<file path="config.mk">
export PLATFORM = sky130hd
export DESIGN_NAME = ioPort
export DESIGN_NICKNAME = d
export VERILOG_FILES = /design/src/common/memPkg.sv /design/src/hdl/ioPort.sv
export VERILOG_INCLUDE_DIRS = /design/src /design/src/common
export SDC_FILE = /design/constraint.sdc
export NUM_CORES = 1
export LEC_CHECK = 0
export BUFFER_PORTS_ARGS = -buffer_cell sky130_fd_sc_hd__buf_2
export CORE_AREA = 2 2 39 41
export CTS_BUF_LIST = sky130_fd_sc_hd__clkbuf_8
export DETAILED_ROUTE_END_ITERATION = 8
export DIE_AREA = 0 0 41 43
export SLEW_MARGIN = 0
export SYNTH_ARGS = -nofsm -noshare
export SYNTH_HDL_FRONTEND = slang
export SYNTH_SLANG_ARGS = --single-unit
</file>
<file path="constraint.sdc">
create_clock -name clk -period 1.87 [get_ports clk]
set_input_delay 0.4675 -clock clk [delete_from_list [all_inputs] [get_ports clk]]
set_output_delay 0.4675 -clock clk [all_outputs]
set_load 0.03 [all_outputs]
</file>
<file path="src/common/mem_macros.svh">
`ifndef MEM_MACROS_SVH
`define MEM_MACROS_SVH

// byte address width
`define MEM_ADDR_BITS 17

// top address bit selects the I/O region
`define MEM_IO_BIT (`MEM_ADDR_BITS - 1)

// lower half of the address space is RAM
`define RAM_DEPTH 65536

// I/O output buffering
`define IO_FIFO_DEPTH 4

// cycles between two bytes leaving the output port
`define IO_DRAIN_CYCLES 6

`endif

</file>
<file path="src/common/memPkg.sv">
`default_nettype none

`include "mem_macros.svh"

package memPkg;

    typedef logic [`MEM_ADDR_BITS-1:0] memAddrT;
    typedef logic [31:0] memWordT;
    typedef logic [7:0] memByteT;

    // 1, 2 or 4 bytes
    typedef enum logic [1:0] {
        accByte,
        accHalf,
        accWord
    } accessLenT;

    typedef struct packed {
        logic      store;
        accessLenT len;
        memAddrT   addr;
        memWordT   wdata;
    } dataReqT;

    // done is a one-cycle strobe
    typedef struct packed {
        logic    done;
        memWordT rdata;
    } memRespT;

    typedef struct packed {
        logic    write;
        memAddrT addr;
        memByteT wdata;
    } ramCmdT;

    typedef struct packed {
        logic    valid;
        memByteT data;
    } ioByteT;

endpackage

`default_nettype wire

</file>
<file path="src/hdl/ioPort.sv">
`timescale 1ns/1ps
`default_nettype none

`include "mem_macros.svh"

module ioPort import memPkg::*; #(
    parameter int drainCycles = `IO_DRAIN_CYCLES
) (
    input  logic    clk,
    input  logic    rst,
    input  memByteT head,
    input  logic    empty,
    output logic    pop,
    output ioByteT  ioOut
);

    localparam int CntBits = $clog2(drainCycles + 1);

    logic [CntBits-1:0] paceCnt;
    logic               outValid;
    memByteT            outData;

    // slow character output, at most one byte per drainCycles
    assign pop = !empty && (paceCnt == '0);

    always_ff @(posedge clk) begin
        if (rst) begin
            paceCnt  <= '0;
            outValid <= 1'b0;
        end else begin
            outValid <= pop;
            if (pop) begin
                paceCnt <= CntBits'(drainCycles - 1);
            end else if (paceCnt != '0) begin
                paceCnt <= paceCnt - 1'b1;
            end
        end
    end

    always_ff @(posedge clk) begin
        if (pop) begin
            outData <= head;
        end
    end

    assign ioOut = '{valid: outValid, data: outData};

endmodule

`default_nettype wire

</file>
==> metrics <==
Synth Area in XOR/XNOR=0%; Synth Area in Simple Gates=9.86%; Hold Crit Class=input port to register; CTS Buf Count=3; flops & latches, synth=12; leakage power=~0.00027 µW; cell count after synthesis=29; Seq/Total Area, Yosys=~72%; final hold vios=0; Synth top cells by count=edfxtp_1 (8), dfxtp_1 (4); Syn Std Cell Area=444 µm²; cts hold-fix bufs=0; HPWL after DPL=586 µm; worst-path fanout max=5; reg2reg start=paceCnt[0]; post-synth top area cell=edfxtp_1; synthesized net count=42; H-Tree Depth=1; Clock Latency Late Sink=roughly 0.23 ns; largest family of logic cells by synthesized area=simple AND/OR/NAND/NOR gates; I/O Buffers=20; Via Count=301; r2r endpoint=outData[5]; Post-Route WL=703 µm; Hold Slack=roughly 0.41 ns; ANT nets after route=0; die width=~41 µm; Bufs on Longest Clock Path=2; Tmin final=1.74 ns; Pwr Total=978 µW; vias per cell=around 4.4; Slew HR=between 80% and 90%; 1st-pass router iterations=2; grt ovf=0; Worst Path Required=1.40 ns; pwr dens=1600 nW/µm²; RSZ-0062 raised after global routing=false; Hold Startpoint=head[0]; initial antenna violation count=0; CTS clock-pin slew for the worst setup and hold paths=0.05 ns; Ys Warns=0; area of the multi-input gates=111 µm²; Max Cap Viol=0; Reg area=320 µm²; Layout Nets=67; Fill cells=139; drt drc=0; synth top area cells=edfxtp_1 (54%), dfxtp_1 (18%), ha_1 (5.6%); mux cell area share after synthesis=3.38%; detailed router's first-iteration violation count=1; Worst Skew=0.000628 ns; Post-synth EDFFs=8; share of layout cells above drive strength 1=between 50% and 60%; CP Data Arrival Time=1.27 ns; Area Growth Syn to Fin=37.7%; Antenna diodes=0; reg2reg path depth=5; Root Driver=clkbuf_8; global-route wire length before repair=1070 µm; final worst slack=0.132 ns; CORE AREA=around 1400 µm²; unique cell type count in the Yosys netlist=15; Synth Area in Adders=between 5 and 6%; CTS tree=yes; Hold Path Cell Cnt=1; clk sinks=12; Synth top area share=54.1%; complex-gate fraction of the synthesized area=5.63%; routed len/inst=10.2 µm; Fmax=0.575 GHz; # setup viols final=0; Hold EP=outData[0]; CP Launch Type=register; VDD IR max=~0.0007 V; main flop type after synthesis=edfxtp_1; Die Y-Extent=43 µm; largest net degree at the start of global routing=9; Placement Setup Slack=0.381 ns; vias in the first global route=264; GRT Overall Usage=9.81%; Initial Util=32.1%; setup total negative slack=0 ns; Setup CP Type=register to primary output; reg2reg setup slack=about 0.57 ns; die area=1760 µm²; outcome=complete, no violations; post-CTS setup buffers=0; most common cell in the netlist=edfxtp_1; Resize count post-CTS=0; final period utilization=92.9%; asr flop ratio synth=0%; Layout Utilization=44.2%; Avg Synthesized Cell Area=~15 µm²; IO Count=21; Slew Limit Fails=0; Core Rows=14; crit end category=primary output; pin slew with the least headroom to its limit=about 0.17 ns; Final Wtd Congestion=0.671
## cells by family after synthesis
group / Yosys count
AOI/OAI and AO/OA: 4
adders and majority gates: 2
buffers and inverters: 3
DFF: 12
muxes: 1
and+or+nand+nor: 7
## cell type report
type	count	area share, %
Clock inverter	1	0.613
Sequential cell	12	52.4
Clock buffer	3	6.75
Multi-Input combinational cell	14	18.2
Inverter	2	1.23
Timing Repair Buffer	21	17.6
Tap cell	16	3.27
## how the worst max path moves through the flow
stage / start / to / slack [ns] / depth (start not counted)
after global placement: paceCnt[0] / pop / 0.41 / 5
after detailed placement: paceCnt[0] / pop / 0.38 / 5
after global routing: paceCnt[0] / pop / 0.05 / 5
after floorplan: paceCnt[0] / pop / 0.26 / 4
final: paceCnt[0] / pop / 0.13 / 5
after CTS: paceCnt[0] / pop / 0.11 / 5
## critical path, cell delays in order (launching register included)
cell	delay, ns
dfxtp_1	0.32
inv_1	0.08
ha_1	0.23
nand2b_4	0.09
nor2_2	0.10
buf_2	0.20
## per-stage QoR
step	cell area, µm²	instances
6_report	612	69
5_1_grt	612	69
4_1_cts	612	69
3_5_place_dp	567	65
3_3_place_gp	567	65
2_1_floorplan	447	29
## layout by cell type (no fill, tap or decap)
cell type	synthesis	layout
dfxtp_1	4	4
nand2_1	1	1
buf_2	0	20
ha_1	2	2
clkbuf_8	0	3
nor3b_1	1	1
inv_1	2	3
o21a_1	1	1
nand2b_4	1	1
buf_4	1	1
a21oi_1	2	2
edfxtp_1	8	8
mux2_4	1	1
nor2_1	2	1
nor2_2	1	2
nor3_1	1	1
a211oi_1	1	1
## state kept, by name, summed over array words and instances (netlist names)
register  flops
outValid      1
outData       8
paceCnt       3
## routing by layer
layer	global-route usage, %	wire length (µm)	vias to the layer above
met5	0	0	-
met4	10.0	28	0
met3	5.24	116	4
met2	11.9	243	22
met1	11.2	315	125
li1	-	-	150
## power breakdown
part	internal [µW]	leakage [µW]	total, µW	switching, µW
registers	363	0.000107	387	24.2
clock network	143	0.0000269	225	81.8
logic	146	0.000137	365	219
total	653	0.000272	978	325
Note: power is estimated with default switching activity, not from simulation.
