[src/common/mem_macros.svh]
`ifndef MEM_MACROS_SVH
`define MEM_MACROS_SVH

// byte address width
`define MEM_ADDR_BITS 17

// top address bit selects the I/O region
`define MEM_IO_BIT (`MEM_ADDR_BITS - 1)

// lower half of the address space is RAM
`define RAM_DEPTH 65536

// I/O output buffering
`define IO_FIFO_DEPTH 4

// cycles between two bytes leaving the output port
`define IO_DRAIN_CYCLES 6

`endif

[src/common/memPkg.sv]
`default_nettype none

`include "mem_macros.svh"

package memPkg;

    typedef logic [`MEM_ADDR_BITS-1:0] memAddrT;
    typedef logic [31:0] memWordT;
    typedef logic [7:0] memByteT;

    // 1, 2 or 4 bytes
    typedef enum logic [1:0] {
        accByte,
        accHalf,
        accWord
    } accessLenT;

    typedef struct packed {
        logic      store;
        accessLenT len;
        memAddrT   addr;
        memWordT   wdata;
    } dataReqT;

    // done is a one-cycle strobe
    typedef struct packed {
        logic    done;
        memWordT rdata;
    } memRespT;

    typedef struct packed {
        logic    write;
        memAddrT addr;
        memByteT wdata;
    } ramCmdT;

    typedef struct packed {
        logic    valid;
        memByteT data;
    } ioByteT;

endpackage

`default_nettype wire

[src/memCtrl/memCtrl.sv]
`timescale 1ns/1ps
`default_nettype none

`include "mem_macros.svh"

module memCtrl import memPkg::*; (
    input  logic    clk,
    input  logic    rst,
    input  logic    fetchReq,
    input  memAddrT fetchAddr,
    input  logic    dataReqValid,
    input  dataReqT dataReq,
    output memRespT fetchResp,
    output memRespT dataResp,
    output ramCmdT  ramCmd,
    input  memByteT ramRdata,
    output ioByteT  ioPush,
    input  logic    ioFull
);

    function automatic logic [2:0] lenBytes(input accessLenT len);
        case (len)
            accByte: return 3'd1;
            accHalf: return 3'd2;
            default: return 3'd4;
        endcase
    endfunction

    logic       busy;
    logic       ownerFetch;
    logic       recover;
    logic [2:0] stage;

    // load bytes gathered so far
    logic [3:0][7:0] wordBytes;

    logic            grantData;
    logic            grantFetch;
    logic            active;
    logic            curFetch;
    logic            curStore;
    logic [2:0]      nBytes;
    logic [2:0]      prevStage;
    memAddrT         baseAddr;
    memAddrT         byteAddr;
    memAddrT         prevAddr;
    logic            byteIo;
    logic            ioStall;
    logic            doneNow;
    memByteT         inByte;
    logic [3:0][7:0] storeBytes;
    logic [3:0][7:0] assembled;
    memWordT         loadWord;

    // data wins over fetch, nothing is granted in the recovery cycle
    assign grantData  = !busy && !recover && dataReqValid;
    assign grantFetch = !busy && !recover && !dataReqValid && fetchReq;
    assign active     = busy || grantData || grantFetch;
    assign curFetch   = busy ? ownerFetch : grantFetch;
    assign curStore   = !curFetch && dataReq.store;
    assign nBytes     = curFetch ? 3'd4 : lenBytes(dataReq.len);

    // requests are held, so the base address is taken from the inputs
    assign baseAddr   = curFetch ? fetchAddr : dataReq.addr;
    assign prevStage  = stage - 3'd1;
    assign byteAddr   = baseAddr + memAddrT'(stage);
    assign prevAddr   = baseAddr + memAddrT'(prevStage);
    assign byteIo     = byteAddr[`MEM_IO_BIT];
    assign storeBytes = dataReq.wdata;

    // an I/O byte cannot leave while the FIFO is full
    assign ioStall = active && curStore && byteIo && ioFull;

    always_comb begin
        doneNow = 1'b0;
        if (active) begin
            if (curStore) begin
                doneNow = (stage == nBytes - 3'd1) && !ioStall;
            end else begin
                doneNow = (stage == nBytes);
            end
        end
    end

    // byte read in the previous cycle, I/O region reads as zero
    assign inByte = prevAddr[`MEM_IO_BIT] ? 8'h00 : ramRdata;

    // last byte comes straight from the RAM in the done cycle
    always_comb begin
        assembled = wordBytes;
        assembled[prevStage[1:0]] = inByte;
        case (nBytes)
            3'd1:    loadWord = {24'h0, assembled[0]};
            3'd2:    loadWord = {16'h0, assembled[1:0]};
            default: loadWord = assembled;
        endcase
    end

    assign fetchResp = '{done: doneNow && curFetch, rdata: loadWord};
    assign dataResp  = '{done: doneNow && !curFetch, rdata: loadWord};

    assign ramCmd = '{
        write: active && curStore && !byteIo,
        addr:  byteAddr,
        wdata: storeBytes[stage[1:0]]
    };

    assign ioPush = '{
        valid: active && curStore && byteIo && !ioFull,
        data:  storeBytes[stage[1:0]]
    };

    always_ff @(posedge clk) begin
        if (rst) begin
            busy       <= 1'b0;
            ownerFetch <= 1'b0;
            recover    <= 1'b0;
            stage      <= 3'd0;
        end else begin
            recover <= doneNow;
            if (doneNow) begin
                busy  <= 1'b0;
                stage <= 3'd0;
            end else if (active) begin
                busy <= 1'b1;
                if (!ioStall) begin
                    stage <= stage + 3'd1;
                end
            end
            // owner is latched at the grant
            if (!busy) begin
                ownerFetch <= grantFetch;
            end
        end
    end

    always_ff @(posedge clk) begin
        if (active && !curStore && stage != 3'd0) begin
            wordBytes[prevStage[1:0]] <= inByte;
        end
    end

    // base address and length come from the held data request
    heldDataReq: assert property (@(posedge clk) disable iff (rst)
        (busy && !ownerFetch) |-> $stable(dataReq))
        else $error("data request changed before its done");

    // no access starts in the recovery cycle
    recoveryIdle: assert property (@(posedge clk) disable iff (rst)
        (fetchResp.done || dataResp.done) |=> !active)
        else $error("access active in the cycle after a done");

endmodule

`default_nettype wire

[config.mk]
export PLATFORM = sky130hd
export DESIGN_NAME = memCtrl
export DESIGN_NICKNAME = d
export VERILOG_FILES = /design/src/common/memPkg.sv /design/src/memCtrl/memCtrl.sv
export VERILOG_INCLUDE_DIRS = /design/src /design/src/common
export SDC_FILE = /design/constraint.sdc
export NUM_CORES = 1
export LEC_CHECK = 0
export CAP_MARGIN = 40
export CORE_MARGIN = 4
export CORE_UTILIZATION = 46
export DETAILED_ROUTE_END_ITERATION = 10
export DONT_BUFFER_PORTS = 1
export HOLD_SLACK_MARGIN = 0.06
export PLACE_DENSITY = 0.7
export SLEW_MARGIN = 10
export SYNTH_ARGS = -nofsm -noshare
export SYNTH_HDL_FRONTEND = slang
export SYNTH_SLANG_ARGS = --single-unit
[constraint.sdc]
create_clock -name clk -period 13.1 [get_ports clk]
set_input_delay 1.965 -clock clk [delete_from_list [all_inputs] [get_ports clk]]
set_output_delay 1.965 -clock clk [all_outputs]
set_load 0.01 [all_outputs]
==> flow_summary.yaml <==
global_routing:
  antenna_found_initial: 0
  grt_start_max_net_pins: 33
  track_usage: 0.176
  grt_overflow_total: 0
  grt_pass1_wl_um: 13900
  grt_pass1_vias: 2744
pwr:
  p_leak_nw: 1.31
  power_w: 0.000405
  power_density_nw_per_um2: 113
  ir_drop_uv: 44.3
worst_setup_path:
  cp-end-kind: "output port"
  cp-start-kind: "input pin"
  reg2reg_depth: 13
  crit_fanout: 18
  cp.arrival_ns: 5.84
  required_ns: 11.14
  path_class: "input pin to output port"
synth:
  synth-edff-count: 32
  yosys_warnings: 0
  synthCells: 406
  synth_xor_area_frac: 0.0601
  synthArstFlopShare: 0
  avgSynthCellArea_um2: 9.29
  synth_compound_area_frac: 0.123
  yosys.area.top_type: "edfxtp_1"
  synth_nets: 504
  synthFlopType: "edfxtp_1"
  ys_seq_area_frac: 0.287
  synth-adder-area-share: 0.0551
  syn-cell-area_um2: 3770
  yosys.area_share.simple: 0.190
  yosysTopAreaCellShare: 0.255
  synth_top_family_by_area: "simple AND/OR/NAND/NOR gates"
  ys_seq_elements: 38
  yosys-top-cells-area: "edfxtp_1 25%, buf_4 9.6%, mux2_2 5.1%, ha_1 5.0%, mux4_2 4.8%"
  synth_mux_area_frac: 0.134
  yosysUniqueCellTypes: 55
route:
  drt_iter0_markers: 143
  dr.pass1.iters: 4
  drc_errors: 0
  vias: 2717
  wl_per_cell_um: 20.1
  wl_um: 9120
  ant_nets: 0
  viasPerCell: 5.98
placed_design:
  dp_hpwl_um: 7150
  pre_cts_slack_ns: 5.34
  io_buffer_count: 0
  gp_congestion: 0.842
worst_hold_path:
  worstHoldPathType: "flip-flop to flip-flop"
  holdPathStages: 1
sta:
  fmax_mhz: 128
  finalSetupTns_ns: 0
  worst_pin_slew_ns: 0.836
  clock_skew_ns: 0.00684
  fin_ws_ns: 5.30
  setup_violations: 0
  finalMaxSlewViolations: 0
  period_needed_ns: 7.80
  relSlewSlack: 0.441
  fin_crit_sh: 0.596
  hold_viol: 0
  rsz0062_at_grt: "no"
floorplanning:
  dieWidth_um: 98.5
  start_util: 0.480
  rows: 32
  coreArea_um2: 7850
  dieArea_um2: 9710
  die_y_um: 98.5
  io_pins: 183
cells_and_area:
  num-nets-final: 450
  num_antenna_cells: 0
  final_common_cell: "nand2_1"
  post_route_cells_drive_above_1_share: 0.148
  syn2layout_area_growth_pct: -5.11
  final_cell_mix: "33 x nand2_1, 32 x edfxtp_1, 27 x inv_1, 27 x nor2_1, 18 x nor2b_1"
clock_network:
  clk_pin_slew_ns: 0.06
  clk_latency_ns: 0.28
  cts_tree: "built"
  hold_buffers: 0
  cts.sinks: 38
  cts_setup_buffers: 0
  cts.path.max_buffers: 2
  cts_buffers: 5
  cts_resized: 0
  cts.htree.levels: 2
  cts-root-buf: "clkbuf_8"
outcome:
  status: "finished clean"
run:
  drv_cap: 0
-- metal layers --
| metal | up-vias | share of wire | GRT usage |
|---|---|---|---|
| met5 | - | 0 | 0 |
| met4 | 0 | 0.021 | 0.0578 |
| met3 | 22 | 0.10 | 0.0531 |
| met2 | 158 | 0.49 | 0.303 |
| met1 | 1251 | 0.39 | 0.210 |
| li1 | 1286 | - | - |
-- critical path: stages --
cell and delay, ns:
or4b_1 0.67, nand2_1 0.71, nand2_1 0.11, nand2_1 0.14, ha_1 0.18, inv_1 0.06
fa_1 0.42, nor2b_1 0.17, nor2_1 0.13, a221oi_1 0.63, nand4_1 0.21, xor2_1 0.18
mux2i_1 0.25
-- stage by stage --
step                area, um^2  hold WS [ns]  utilization  std cells
finish                    3580         0.575        0.456        454
global route              3580         0.597        0.456        454
CTS                       3580         0.580        0.456        454
detailed placement        3500         0.564        0.446        447
global placement          3480         0.557        0.443        445
floorplan                 3770         0.538            -        406
-- worst paths after layout --
path	from	to	slack [ns]
hold reg to reg	wordBytes[10]$_DFFE_PP_	wordBytes[10]$_DFFE_PP_	0.58
hold / removal	wordBytes[10]$_DFFE_PP_	wordBytes[10]$_DFFE_PP_	0.58
setup reg to reg	busy$_SDFFE_PP0P_	stage[0]$_SDFFE_PP0P_	8.80
setup / recovery	dataReqValid	ramCmd[20]	5.30
-- logic make-up (layout without fill, tap and decap cells) --
| logic type | count (synthesis) | after routing |
|---|---|---|
| and+or+nand+nor | 131 | 131 |
| buffers and inverters | 92 | 38 |
| AOI/OAI and AO/OA | 66 | 66 |
| muxes | 38 | 38 |
| DFF | 38 | 38 |
| xor gates and xnor gates | 25 | 25 |
| adders and majority gates | 16 | 16 |
-- state kept, by name, summed over array words and instances (netlist names) --
signal	count
busy	1
recover	1
wordBytes	32
ownerFetch	1
stage	3
-- final cells by class --
type | instances | area [um^2]
multi-input combinational | 276 | 2150
fill | 772 | 4270
clock buffer | 5 | 68.8
sequential | 38 | 1080
timing repair buffer | 4 | 37.5
tap | 102 | 128
clock inverter | 2 | 10.0
inverter | 27 | 101
-- synth_stat cells (all sizes together), types with 2 or more instances --
master and n:
nor3b 2, nor2 28, or3 2, nand4b 2, a21oi 13, ha 15
mux4 8, o21ai 16, edfxtp 32, nand3 9, xnor2 7, mux2 17
and3 2, nand4 8, and4 6, a31oi 16, nor3 4, clkbuf 7
a221oi 4, and2 10, inv 27, a21o 3, buf 58, xor2 18
nor2b 18, dfxtp 6, nand2 33, mux2i 13, a211oi 4, o211ai 5
-- power breakdown --
part           internal (W)  leakage, nW  switching [W]
combinational     0.0000560        0.922       0.000116
clock             0.0000357       0.0438      0.0000398
sequential         0.000151        0.345     0.00000680
total              0.000243         1.31       0.000162
(Power assumes the default switching activity.)
