## src/common/mem_macros.svh

```systemverilog
`ifndef MEM_MACROS_SVH
`define MEM_MACROS_SVH

// byte address width
`define MEM_ADDR_BITS 17

// top address bit selects the I/O region
`define MEM_IO_BIT (`MEM_ADDR_BITS - 1)

// lower half of the address space is RAM
`define RAM_DEPTH 65536

// I/O output buffering
`define IO_FIFO_DEPTH 4

// cycles between two bytes leaving the output port
`define IO_DRAIN_CYCLES 6

`endif

```

## src/common/memPkg.sv

```systemverilog
`default_nettype none

`include "mem_macros.svh"

package memPkg;

    typedef logic [`MEM_ADDR_BITS-1:0] memAddrT;
    typedef logic [31:0] memWordT;
    typedef logic [7:0] memByteT;

    // 1, 2 or 4 bytes
    typedef enum logic [1:0] {
        accByte,
        accHalf,
        accWord
    } accessLenT;

    typedef struct packed {
        logic      store;
        accessLenT len;
        memAddrT   addr;
        memWordT   wdata;
    } dataReqT;

    // done is a one-cycle strobe
    typedef struct packed {
        logic    done;
        memWordT rdata;
    } memRespT;

    typedef struct packed {
        logic    write;
        memAddrT addr;
        memByteT wdata;
    } ramCmdT;

    typedef struct packed {
        logic    valid;
        memByteT data;
    } ioByteT;

endpackage

`default_nettype wire

```

## src/hdl/ioFifo.sv

```systemverilog
`timescale 1ns/1ps
`default_nettype none

`include "mem_macros.svh"

module ioFifo import memPkg::*; #(
    parameter int depth = `IO_FIFO_DEPTH
) (
    input  logic    clk,
    input  logic    rst,
    input  ioByteT  push,
    input  logic    pop,
    output memByteT head,
    output logic    full,
    output logic    empty
);

    localparam int PtrBits = (depth > 1) ? $clog2(depth) : 1;
    localparam int CntBits = $clog2(depth + 1);

    memByteT slots [depth];

    logic [PtrBits-1:0] wrPtr;
    logic [PtrBits-1:0] rdPtr;
    logic [CntBits-1:0] count;
    logic               doPush;
    logic               doPop;

    assign full   = (count == CntBits'(depth));
    assign empty  = (count == '0);
    assign doPush = push.valid && !full;
    assign doPop  = pop && !empty;
    assign head   = slots[rdPtr];

    always_ff @(posedge clk) begin
        if (doPush) begin
            slots[wrPtr] <= push.data;
        end
    end

    always_ff @(posedge clk) begin
        if (rst) begin
            wrPtr <= '0;
            rdPtr <= '0;
            count <= '0;
        end else begin
            if (doPush) begin
                wrPtr <= (wrPtr == PtrBits'(depth - 1)) ? '0 : wrPtr + 1'b1;
            end
            if (doPop) begin
                rdPtr <= (rdPtr == PtrBits'(depth - 1)) ? '0 : rdPtr + 1'b1;
            end
            // simultaneous push and pop leave the count alone
            if (doPush && !doPop) begin
                count <= count + 1'b1;
            end else if (doPop && !doPush) begin
                count <= count - 1'b1;
            end
        end
    end

    noPopWhenEmpty: assert property (@(posedge clk) disable iff (rst)
        pop |-> !empty)
        else $error("pop from an empty I/O FIFO");

    noPushWhenFull: assert property (@(posedge clk) disable iff (rst)
        push.valid |-> !full)
        else $error("push into a full I/O FIFO");

endmodule

`default_nettype wire

```

## config.mk

```make
export PLATFORM = sky130hd
export DESIGN_NAME = ioFifo
export DESIGN_NICKNAME = d
export VERILOG_FILES = /design/src/common/memPkg.sv /design/src/hdl/ioFifo.sv
export VERILOG_INCLUDE_DIRS = /design/src /design/src/common
export SDC_FILE = /design/constraint.sdc
export NUM_CORES = 1
export LEC_CHECK = 0
export BUFFER_PORTS_ARGS = -buffer_cell sky130_fd_sc_hd__buf_2
export CELL_PAD_IN_SITES_DETAIL_PLACEMENT = 2
export CELL_PAD_IN_SITES_GLOBAL_PLACEMENT = 2
export CORE_ASPECT_RATIO = 1.2
export CORE_MARGIN = 4
export CORE_UTILIZATION = 41
export CTS_CLUSTER_DIAMETER = 100
export DETAILED_ROUTE_END_ITERATION = 8
export PLACE_DENSITY_LB_ADDON = 0.1
export SYNTH_ARGS = -nofsm -noshare
export SYNTH_HDL_FRONTEND = slang
export SYNTH_SLANG_ARGS = --single-unit
```

## constraint.sdc

```tcl
create_clock -name clk -period 2.8 [get_ports clk]
set_input_delay 0.7 -clock clk [delete_from_list [all_inputs] [get_ports clk]]
set_output_delay 0.7 -clock clk [all_outputs]
set_load 0.01 [all_outputs]
```

==> results of run 1 <==
-- metal layers --
layer / routed length (um) / vias to the layer above
li1: - / 399
met1: 1160 / 429
met2: 1820 / 18
met3: 127 / 2
met4: 23 / 0
met5: 0 / -
-- worst reg2reg max path: stages (launching register included) --
cell and delay (ns):
dfxtp_1 0.44, or3b_1 0.33, clkinv_4 0.09, nor2_2 0.13, ha_1 0.20, inv_1 0.06
fa_1 0.37, xor2_1 0.16, or3_2 0.40, a21oi_1 0.17
-- worst max-delay path by stage --
| stage | startpoint | endpoint | slack [ns] |
|---|---|---|---|
| detailed placement | push[8] | count[2] | 0.29 |
| floorplan | push[8] | count[2] | 0.60 |
| finish | count[1] | count[2] | 0.38 |
| CTS | flip-flop | head[6] | 0.33 |
| global placement | push[8] | count[2] | 0.40 |
| global route | count[1] | count[2] | 0.16 |
-- logic make-up (layout without fill, tap and decap cells) --
family | count (synthesis) | after routing
fa+ha+maj | 7 | 7
buf+inv | 9 | 34
xor+xnor | 2 | 2
mux | 10 | 10
compound gates | 7 | 7
flops | 41 | 41
simple gates | 16 | 16
-- power by group --
part           switching (mW)  internal, mW
combinational           0.191         0.198
sequential             0.0786         0.743
clock                   0.177         0.173
-- registers in the layout, summed over array words and instances (netlist names), named ones only --
signal and flops:
wrPtr 2, slots 32, count 3, rdPtr 2
-- placed cells by master, fill, tap and decap left out --
cell type,n
o21ai_0,1
o31ai_2,2
or3b_1,1
clkinv_4,1
ha_1,6
nand3_1,2
buf_2,21
mux4_2,8
inv_1,4
or3_2,1
dfxtp_1,9
a21oi_1,3
edfxtp_1,32
or3_1,1
clkinv_1,1
clkbuf_1,2
and3_2,4
mux2i_1,2
fa_1,1
nand2_1,1
o21ai_1,1
nor3_1,2
clkbuf_8,5
nor2_2,1
xor2_1,2
nor2_1,3
-- area by class of cell --
cell class,instances,area [um^2],share of cell area (%)
clock inverters,1,3.75,0.201
well taps,52,65.1,3.48
flip-flops and latches,41,1140,61.0
repair buffers,21,105,5.61
inverters,5,23.8,1.27
multi-input cells,42,457,24.4
clock buffers,7,76.3,4.08
-- stage by stage --
step / instance area, um^2 / power [mW] / setup slack (ns)
2_1_floorplan: 1650 / 1.10 / 0.597
3_3_place_gp: 1790 / 1.21 / 0.398
3_5_place_dp: 1790 / 1.24 / 0.289
4_1_cts: 1870 / 1.59 / 0.327
5_1_grt: 1870 / 1.67 / 0.158
6_report: 1870 / 1.56 / 0.376
==> results.md, run 1 <==
* Worst slew pin tran at 0.572 ns
* Final setup fails at 0
* Critical path depth in cells at 9
* Vert. Die Dim at 77.4 um
* Post-route DRC at 0
* First-pass DRT Iterations at 3
* Initial antenna violation count at 0
* Hold WC Path Type: reg -> reg
* FILL cells at 365
* Detail-routed net length per standard cell at 18.5 um
* Avg Cell Area, Syn at 17.9 um^2
* Number of port buffers at 21
* Hold_sp: rdPtr[0]
* ANT cells at 0
* Depth of the CTS H-tree at 2
* CP top delay family: simple AND/OR/NAND/NOR gates
* Sequential area share after synthesis at 69.4%
* Achievable Freq at 0.412 GHz
* Most common library cells after synthesis: 32 x edfxtp_1, 9 x dfxtp_1, 8 x mux4_2, 6 x ha_1
* Hold Path Stages at 2
* Main synth FF type: edfxtp_1
* Hpwl dp at 2350 um
* Warnings from Yosys at 0
* Initial Util at 43.8%
* RePlAce Congestion at 0.778
* Leading area contributor after synthesis: edfxtp_1
* LEAKAGE at 0.686 nW
* Met3 GRT Util at 3.90%
* Post-Route WL at 3130 um
* # Post-CTS Setup Buffers at 0
* Clock Tree Buf Depth at 2
* WS Path Type: reg -> reg
* TNS Setup at 0 ns
* Synth async-reset ratio at 0%
* Cell Area, Synth at 0.00165 mm^2
* DR iter-0 viols at 30
* Layout cells sized above 1 at 36.8%
* Clk Latency, worst-skew pair at 0.28 ns
* Register-to-Register Path Depth at 9
* Status: finished clean
* Final Cycle Share at 86.6%
* Vias at 848
* Vias in the first global route at 954
* CP arrival at 2.63 ns
* Crit start category: flip-flop
* Row count at 24
* Met1 GRT Util at 14.6%
* Adder-cell share of the synthesized area at 5.78%
* Nets@finish at 135
* Max-cap viol count at 0
* Pwr/cell area at 834 mW/mm^2
* Hold-fix buffers, CTS at 0
* Chip Width at 65.8 um
* Critical Path Slowest Stage Cell: dfxtp_1
* Mux contribution to synthesized area at 12.2%
* Area growth from synthesis to layout at 13.8%
* Final setup skew at 0.00428 ns
* Peak supply drop at 0.287 mV
* #FFs+latches synth at 41
* Crit. End Element: flip-flop
* Largest family of logic cells by synthesized area: multiplexers
* Clk pin slew, worst setup/hold paths at 0.07 ns
* WHS at 0.525 ns
* Die Footprint at 0.00509 mm^2
* Endpoints failing hold at 0
* Clock sinks at 41
* Complex-gate fraction of the synthesized area at 3.04%
* Gr busiest metal: met2
* CTS buffer count at 5
* Final worst path period need at 2.42 ns
* Final max-slew violation count at 0
* Synth top area share at 58.4%
* Final antenna-violating net count at 0
* First-pass GRT wire length at 5060 um
* RSZ-0062 raised after global routing: false
* Area contributors post-synth: edfxtp_1 58%, dfxtp_1 11%, mux4_2 11%
* Simple-gate share of the synthesized area at 5.70%
* Post-synth net total at 111
* Critical-path maximum fanout at 7
* GRT Util Overall at 13.9%
* Via density at 5.02
* Final Util at 49.9%
* Buffers plus inverters on the worst setup path at 2
* Gate Count Post-Synth at 92
* CP max stage delay at 0.44 ns
* CTS tree: yes
* Largest net degree at the start of global routing at 13
* GR Util met2 at 25.6%
* CTS resizes at 0
* Netlist cell types at 26
* Top-level port count at 22
* Core Area at 0.00375 mm^2
* R2r setup slk at 0.38 ns
* Grt ovf at 0
* Root buffer cell: clkbuf_8
* Capture point of the worst reg-to-reg path: count[2]
* Worst-path cell chain: or3b_1, clkinv_4, nor2_2, ha_1, inv_1, fa_1, xor2_1, or3_2, a21oi_1
* EDFF count, synth at 32
* Max transition margin at 61.8%
* Synth Area in XOR/XNOR at 1.06%
* Worst reg2reg startpoint: count[1]
* Non-Filler Instances at 169
* Hold EP: rdPtr[0]
* CP required at 3.00 ns
* Most numerous cell in the Yosys netlist: edfxtp_1
* Cells after DPL at 161
(Power assumes the default switching activity.)
==> inputs of run 2 (changes only) <==
Settings changed: SETUP_SLACK_MARGIN set to 0.4.
==> results.md, run 2 (same netlist as run 1, synthesis figures left out) <==
* Via density at 5.05 (+0.58%)
* Vias in the first global route at 954 (unchanged)
* Final max-slew violation count at 0 (unchanged)
* Vias at 858 (+1.2%)
* M1 WL at 1160 um (+0.69%)
* LEAKAGE at 0.693 nW (+1.1%)
* Overall power at 1.59 mW (+1.6%)
* Detail-routed net length per standard cell at 18.4 um (-0.59%)
* RSZ-0062 raised after global routing: false
* Post-Route WL at 3130 um (unchanged)
* Hold-fix buffers, CTS at 0 (unchanged)
* Final antenna-violating net count at 0 (unchanged)
* ANT cells at 0 (unchanged)
* Vert. Die Dim at 77.4 um (unchanged)
* Max-cap viol count at 0 (unchanged)
* Hpwl dp at 2350 um (unchanged)
* Largest net degree at the start of global routing at 13 (unchanged)
* Final setup skew at 0.00540 ns (+0.00112 ns)
* Final setup margin at 0.527 ns (+0.151 ns)
* Pre-CTS setup slack at 0.289 ns (unchanged)
* Number of port buffers at 21 (unchanged)
* Clk pin slew, worst setup/hold paths at 0.07 ns (about the same)
* Initial Util at 43.8% (unchanged)
* Max transition margin at 73.2% (+11 points)
* DR iter-0 viols at 44 (+47%)
* Final setup fails at 0 (unchanged)
* Endpoints failing hold at 0 (unchanged)
* Largest register FFs at 32 (unchanged)
* Status: finished clean
* First-pass DRT Iterations at 3 (unchanged)
* Post-route DRC at 0 (unchanged)
* CP required at 3.00 ns (about the same)
* Met2 Wirelength at 1810 um (-0.33%)
* GRT Util Overall at 13.9% (unchanged)
* Pwr/cell area at 836 mW/mm^2 (+0.31%)
* Critical-path maximum fanout at 5 (-2)
* CTS buffer count at 5 (unchanged)
* Area growth from synthesis to layout at 15.3%
* Depth of the CTS H-tree at 2 (unchanged)
* Final Cycle Share at 81.2% (-5.4 points)
* Initial antenna violation count at 0 (unchanged)
* Register-to-Register Path Depth at 9 (unchanged)
* Layout cells sized above 1 at 41.5% (+4.8 points)
* Hold Path Stages at 2 (unchanged)
* Clk Latency, worst-skew pair at 0.28 ns (about the same)
* Nets@finish at 136 (+0.74%)
* WL met3 at 124 um (-2.4%)
* First-pass GRT wire length at 5060 um (unchanged)
* Top flop regs: slots x32, count x3
* Crit start category: flip-flop
* RePlAce Congestion at 0.778 (unchanged)
* Grt ovf at 0 (unchanged)
* Max layer used: met4
* Achievable Freq at 0.440 GHz (+6.6%)
* Root buffer cell: clkbuf_8
* Worst slew pin tran at 0.401 ns (-0.171 ns)
* Hold WC Path Type: reg -> reg
* Peak supply drop at 0.318 mV (+11%)
* Row count at 24 (unchanged)
* Final worst path period need at 2.27 ns (-0.151 ns)
* R2r setup slk at 0.53 ns (+0.15 ns)
* WS Path Type: reg -> reg
* Clock Tree Buf Depth at 2 (unchanged)
* TNS Setup at 0 ns (unchanged)
* Core Area at 0.00375 mm^2 (unchanged)
* Chip Width at 65.8 um (unchanged)
* Commonest non-fill, non-tap cell in the layout: edfxtp_1
* Clock sinks at 41 (unchanged)
* CTS tree: yes
* Top-level port count at 22 (unchanged)
* Commonest non-fill, non-tap cells in the layout: 32 x edfxtp_1, 21 x buf_2, 8 x mux4_2, 6 x dfxtp_1
* Crit. End Element: flip-flop
* Die Footprint at 0.00509 mm^2 (unchanged)
* Largest Register: slots
* CP arrival at 2.48 ns (-0.15 ns)
-- run 2: cell count changes in the layout (fill, tap and decap cells not counted) --
cell     before  now
ha_1          6    5
o31ai_2       2    1
dfxtp_2       0    3
ha_2          0    1
or3b_1        1    0
dfxtp_1       9    6
o31ai_4       0    1
or3b_4        0    1
buf_4         0    1
-- run 2: what timing repair did --
action	4_1_cts	5_1_grt
gates cloned	0	0
endpoints found under the setup margin	9	1
gates resized for setup	2	4
buffers inserted	0	1
-- run 2: cell type report --
| cell class | instances | area [um^2] |
|---|---|---|
| Sequential cell | 41 | 1140 |
| Tap cell | 52 | 65.1 |
| Fill cell | 366 | 1860 |
| Multi-Input combinational cell | 42 | 470 |
| Timing Repair Buffer | 22 | 113 |
| Clock buffer | 7 | 76.3 |
| Inverter | 5 | 23.8 |
| Clock inverter | 1 | 3.75 |
-- run 2: where the power goes --
| group | internal, mW | switching [mW] |
|---|---|---|
| clock | 0.173 | 0.177 |
| combinational | 0.212 | 0.193 |
| sequential | 0.746 | 0.0837 |
-- run 2: final timing paths --
| kind | start | end |
|---|---|---|
| setup / recovery | count[2] | count[2] |
| hold / removal | rdPtr[0] | flip-flop |
| setup reg to reg | count[2] | count[2] |
| hold reg to reg | rdPtr[0] | flip-flop |
-- run 2: metal layers --
metal | global-route usage, % | vias up
met3 | 3.90 | 2
met2 | 25.6 | 18
met4 | 5.60 | 0
met1 | 14.6 | 437
met5 | 0 | -
li1 | - | 401
-- run 2: per-stage QoR --
stage	hold slack [ns]	instance area [um^2]	utilization (%)	std cells
3_5_place_dp	0.502	1790	47.7	161
3_3_place_gp	0.484	1790	47.7	161
6_report	0.515	1900	50.5	170
4_1_cts	0.525	1880	50.0	169
5_1_grt	0.566	1900	50.5	170
2_1_floorplan	0.463	1650	-	92
-- run 2: worst max-delay path: stages (launching register included) --
cell and delay, ns:
dfxtp_1 0.37, or3b_4 0.29, clkinv_4 0.06, nor2_2 0.12
ha_2 0.20, inv_1 0.05, fa_1 0.37, xor2_1 0.16
or3_2 0.40, a21oi_1 0.17
==> inputs of run 3 (changes only) <==
Settings changed: ABC_AREA set to 1, CORE_UTILIZATION 41 to 37.
Clock period 2.8 ns to 2.2 ns, I/O delays scaled along.
==> results.md, run 3 <==
* Root buffer cell: clkbuf_8
* Top flop regs: slots x32, count x3
* Via density at 5.02 (-0.45%)
* Achievable Freq at 0.543 GHz
* Pwr/cell area at 1300 mW/mm^2 (+56%)
* R2r setup slk at 0.45 ns (-0.08 ns)
* Commonest non-fill, non-tap cells in the layout: 32 x nor2_1, 32 x edfxtp_1, 21 x buf_2, 14 x inv_1, 14 x buf_4
* Final max-slew violation count at 0 (unchanged)
* Worst slew pin tran at 0.253 ns (-0.148 ns)
* Final antenna-violating net count at 0 (unchanged)
* Area contributors post-synth: edfxtp_1 57%, dfxtp_1 11%, nor2_1 7.3%
* Cell Area, Synth at 0.00170 mm^2 (+3.1%)
* Grt ovf at 0 (unchanged)
* TNS Setup at 0 ns (unchanged)
* Largest register FFs at 32 (unchanged)
* Avg Cell Area, Syn at 11.5 um^2 (-35%)
* Row count at 26 (+8.3%)
* Status: finished clean
* Number of port buffers at 21 (unchanged)
* Worst-path cell chain: buf_12, nor2_1, o22ai_1, buf_2
* Gate Count Post-Synth at 147 (+60%)
* CTS tree: yes
* CP arrival at 1.29 ns (-1.19 ns)
* Core Area at 0.00436 mm^2 (+16%)
* Final worst path period need at 1.84 ns
* Vert. Die Dim at 82.2 um (+6.2%)
* Comb pwr share at 37.5% (+12 points)
* EDFF count, synth at 32 (unchanged)
* DR iter-0 viols at 138 (+210%)
* CP max stage delay at 0.43 ns (+0.03 ns)
* Endpoints failing hold at 0 (unchanged)
* Largest Register: slots
* #FFs+latches synth at 41 (unchanged)
* First-pass GRT wire length at 6920 um (+37%)
* Sw Share at 34.3% (+5.7 points)
* CTS buffer count at 5 (unchanged)
* Most common library cells after synthesis: 33 x nor2_1, 32 x edfxtp_1, 17 x inv_1, 13 x nand2_1, 13 x o21ai_0
* Sequential area share after synthesis at 67.3% (-2.1 points)
* GR Util met2 at 34.9% (+9.3 points)
* Power Internal at 1.90 mW (+68%)
* Vias at 1241 (+45%)
* Main synth FF type: edfxtp_1
* Post-Route WL at 4870 um (+56%)
* Post-route DRC at 0 (unchanged)
* Initial antenna violation count at 0 (unchanged)
* RSZ-0062 raised after global routing: true
* CP required at 1.65 ns (-1.35 ns)
* Chip Width at 69.8 um (+6.1%)
* Largest net degree at the start of global routing at 17 (+4)
* Placed cell area at 0.00189 mm^2 (+5.7%)
* Die Footprint at 0.00574 mm^2 (+13%)
* Clk Latency, worst-skew pair at 0.29 ns (about the same)
* Sequential power share at 37.4% (-15 points)
* Synth async-reset ratio at 0% (unchanged)
* CP top delay family: flip-flops
* Hold EP: count[0]
* Worst reg2reg startpoint: count[0]
* Most numerous cell in the Yosys netlist: nor2_1
* Buffers plus inverters on the worst setup path at 2 (unchanged)
* Capture point of the worst reg-to-reg path: count[1]
* GRT Util Overall at 16.8% (+2.9 points)
* Final setup fails at 0 (unchanged)
* Vias in the first global route at 1332 (+40%)
* Register-to-Register Path Depth at 9 (unchanged)
* FILL cells at 456 (+25%)
* Critical Path Slowest Stage Cell: dfxtp_4
* Hold_sp: rst
* Area growth from synthesis to layout at 30.5%
* Clock Tree Buf Depth at 2 (unchanged)
* Crit start category: flip-flop
* Sw Pwr at 0.991 mW (+120%)
* LEAKAGE at 0.906 nW (+31%)
* Warnings from Yosys at 0 (unchanged)
* Initial Util at 38.9% (-4.9 points)
* Max-cap viol count at 0 (unchanged)
* Pre-CTS setup slack at 0.201 ns (-0.0876 ns)
* Crit. End Element: output pin
* Clk pin slew, worst setup/hold paths at 0.08 ns (about the same)
* Hold WC Path Type: in -> reg
* Peak supply drop at 0.457 mV (+44%)
* Design area at 0.00221 mm^2 (+17%)
* Netlist cell types at 19 (-27%)
* Synth top area share at 56.6% (-1.8 points)
* Overall power at 2.89 mW (+82%)
* Hold Path Stages at 2 (unchanged)
* Critical-path maximum fanout at 6 (+1)
* Clock network power share at 25.1% (+3.0 points)
* Gr busiest metal: met2
* Post-synth net total at 166 (+50%)
* WS Path Type: reg -> out
* Leading area contributor after synthesis: edfxtp_1
* First-pass DRT Iterations at 4 (+1)
* Hpwl dp at 3120 um (+33%)
* Final setup margin at 0.359 ns (-0.168 ns)
* ANT cells at 0 (unchanged)
* Top-level port count at 22 (unchanged)
* Nets@finish at 209 (+54%)
* Layout cells sized above 1 at 36.6% (-4.9 points)
* RePlAce Congestion at 0.716 (-8.1%)
* Final setup skew at 0.00227 ns (-0.00313 ns)
* WHS at 0.464 ns (-0.0514 ns)
* Depth of the CTS H-tree at 2 (unchanged)
* Clock sinks at 41 (unchanged)
* Final Cycle Share at 83.7%
* Max transition margin at 83.1% (+9.9 points)
* Detail-routed net length per standard cell at 19.7 um (+7.3%)
* Met3 GRT Util at 3.75% (-0.15 points)
* Met1 GRT Util at 16.3% (+1.7 points)
[run 3: changes by cell type in the layout (fill, tap and decap cells not counted), sizes merged, moves of 4 or more]
| cell | change |
|---|---|
| o22ai | +8 |
| mux4 | -8 |
| nor2 | +29 |
| and3 | -4 |
| o21ai | +15 |
| inv | +14 |
| nand2 | +13 |
| buf | +16 |
[run 3: layout make-up]
class	count	area [um^2]	share of cell area (%)
clock buffers	5	68.8	3.11
inverters	18	77.6	3.50
flip-flops and latches	41	1160	52.2
multi-input cells	86	520	23.5
clock inverters	3	65.1	2.94
well taps	56	70.1	3.16
repair buffers	38	256	11.6
[run 3: logic make-up after synthesis]
group	Yosys count	share of synthesized area (%)
compound gates	27	9.22
xor+xnor	1	0.516
fa+ha+maj	7	5.60
buf+inv	20	5.31
flops	41	67.3
simple gates	51	12.1
[run 3: worst register-to-register path, delay by kind of cell (launching register included)]
family	cells	cell delay, ns
simple gates	4	0.37
fa+ha+maj	2	0.61
compound gates	1	0.15
flops	1	0.37
buf+inv	2	0.15
[run 3: power groups by stage]
stage                     registers, mW  clock network [mW]  logic [mW]
after floorplan                    1.04                   0       0.503
after global placement             1.05                   0       0.726
after detailed placement           1.07                   0       0.806
after CTS                          1.08               0.727       0.973
after global routing               1.09               0.761        1.20
final                              1.08               0.723        1.08
[run 3: what timing repair did]
action                                  4_1_cts  5_1_grt
buffers inserted                              6        5
pin swaps                                     3        8
endpoints found under the setup margin       10       11
hold buffers                                  0        0
gates resized for setup                      25       17
[run 3: how the worst max path moves through the flow]
stage | to | start | slack (ns) | cells past startpoint
2_1_floorplan | count[1] | count[1] | 0.51 | 9
6_report | head[1] | flip-flop | 0.36 | 4
4_1_cts | head[5] | flip-flop | 0.38 | 4
3_5_place_dp | count[2] | push[8] | 0.20 | 12
5_1_grt | head[1] | flip-flop | 0.30 | 4
3_3_place_gp | count[1] | push[8] | 0.35 | 8
[run 3: through the flow]
stage / utilization [%] / instances
finish: 50.8 / 247
CTS: 49.1 / 242
global placement: 43.5 / 228
detailed placement: 43.5 / 228
floorplan: - / 147
global route: 50.8 / 247
[run 3: routing by layer]
layer / up-vias / part of all wire, %
met5: - / 0
met4: 0 / 1.6
met3: 8 / 2.8
met2: 19 / 60
met1: 630 / 36
li1: 584 / -
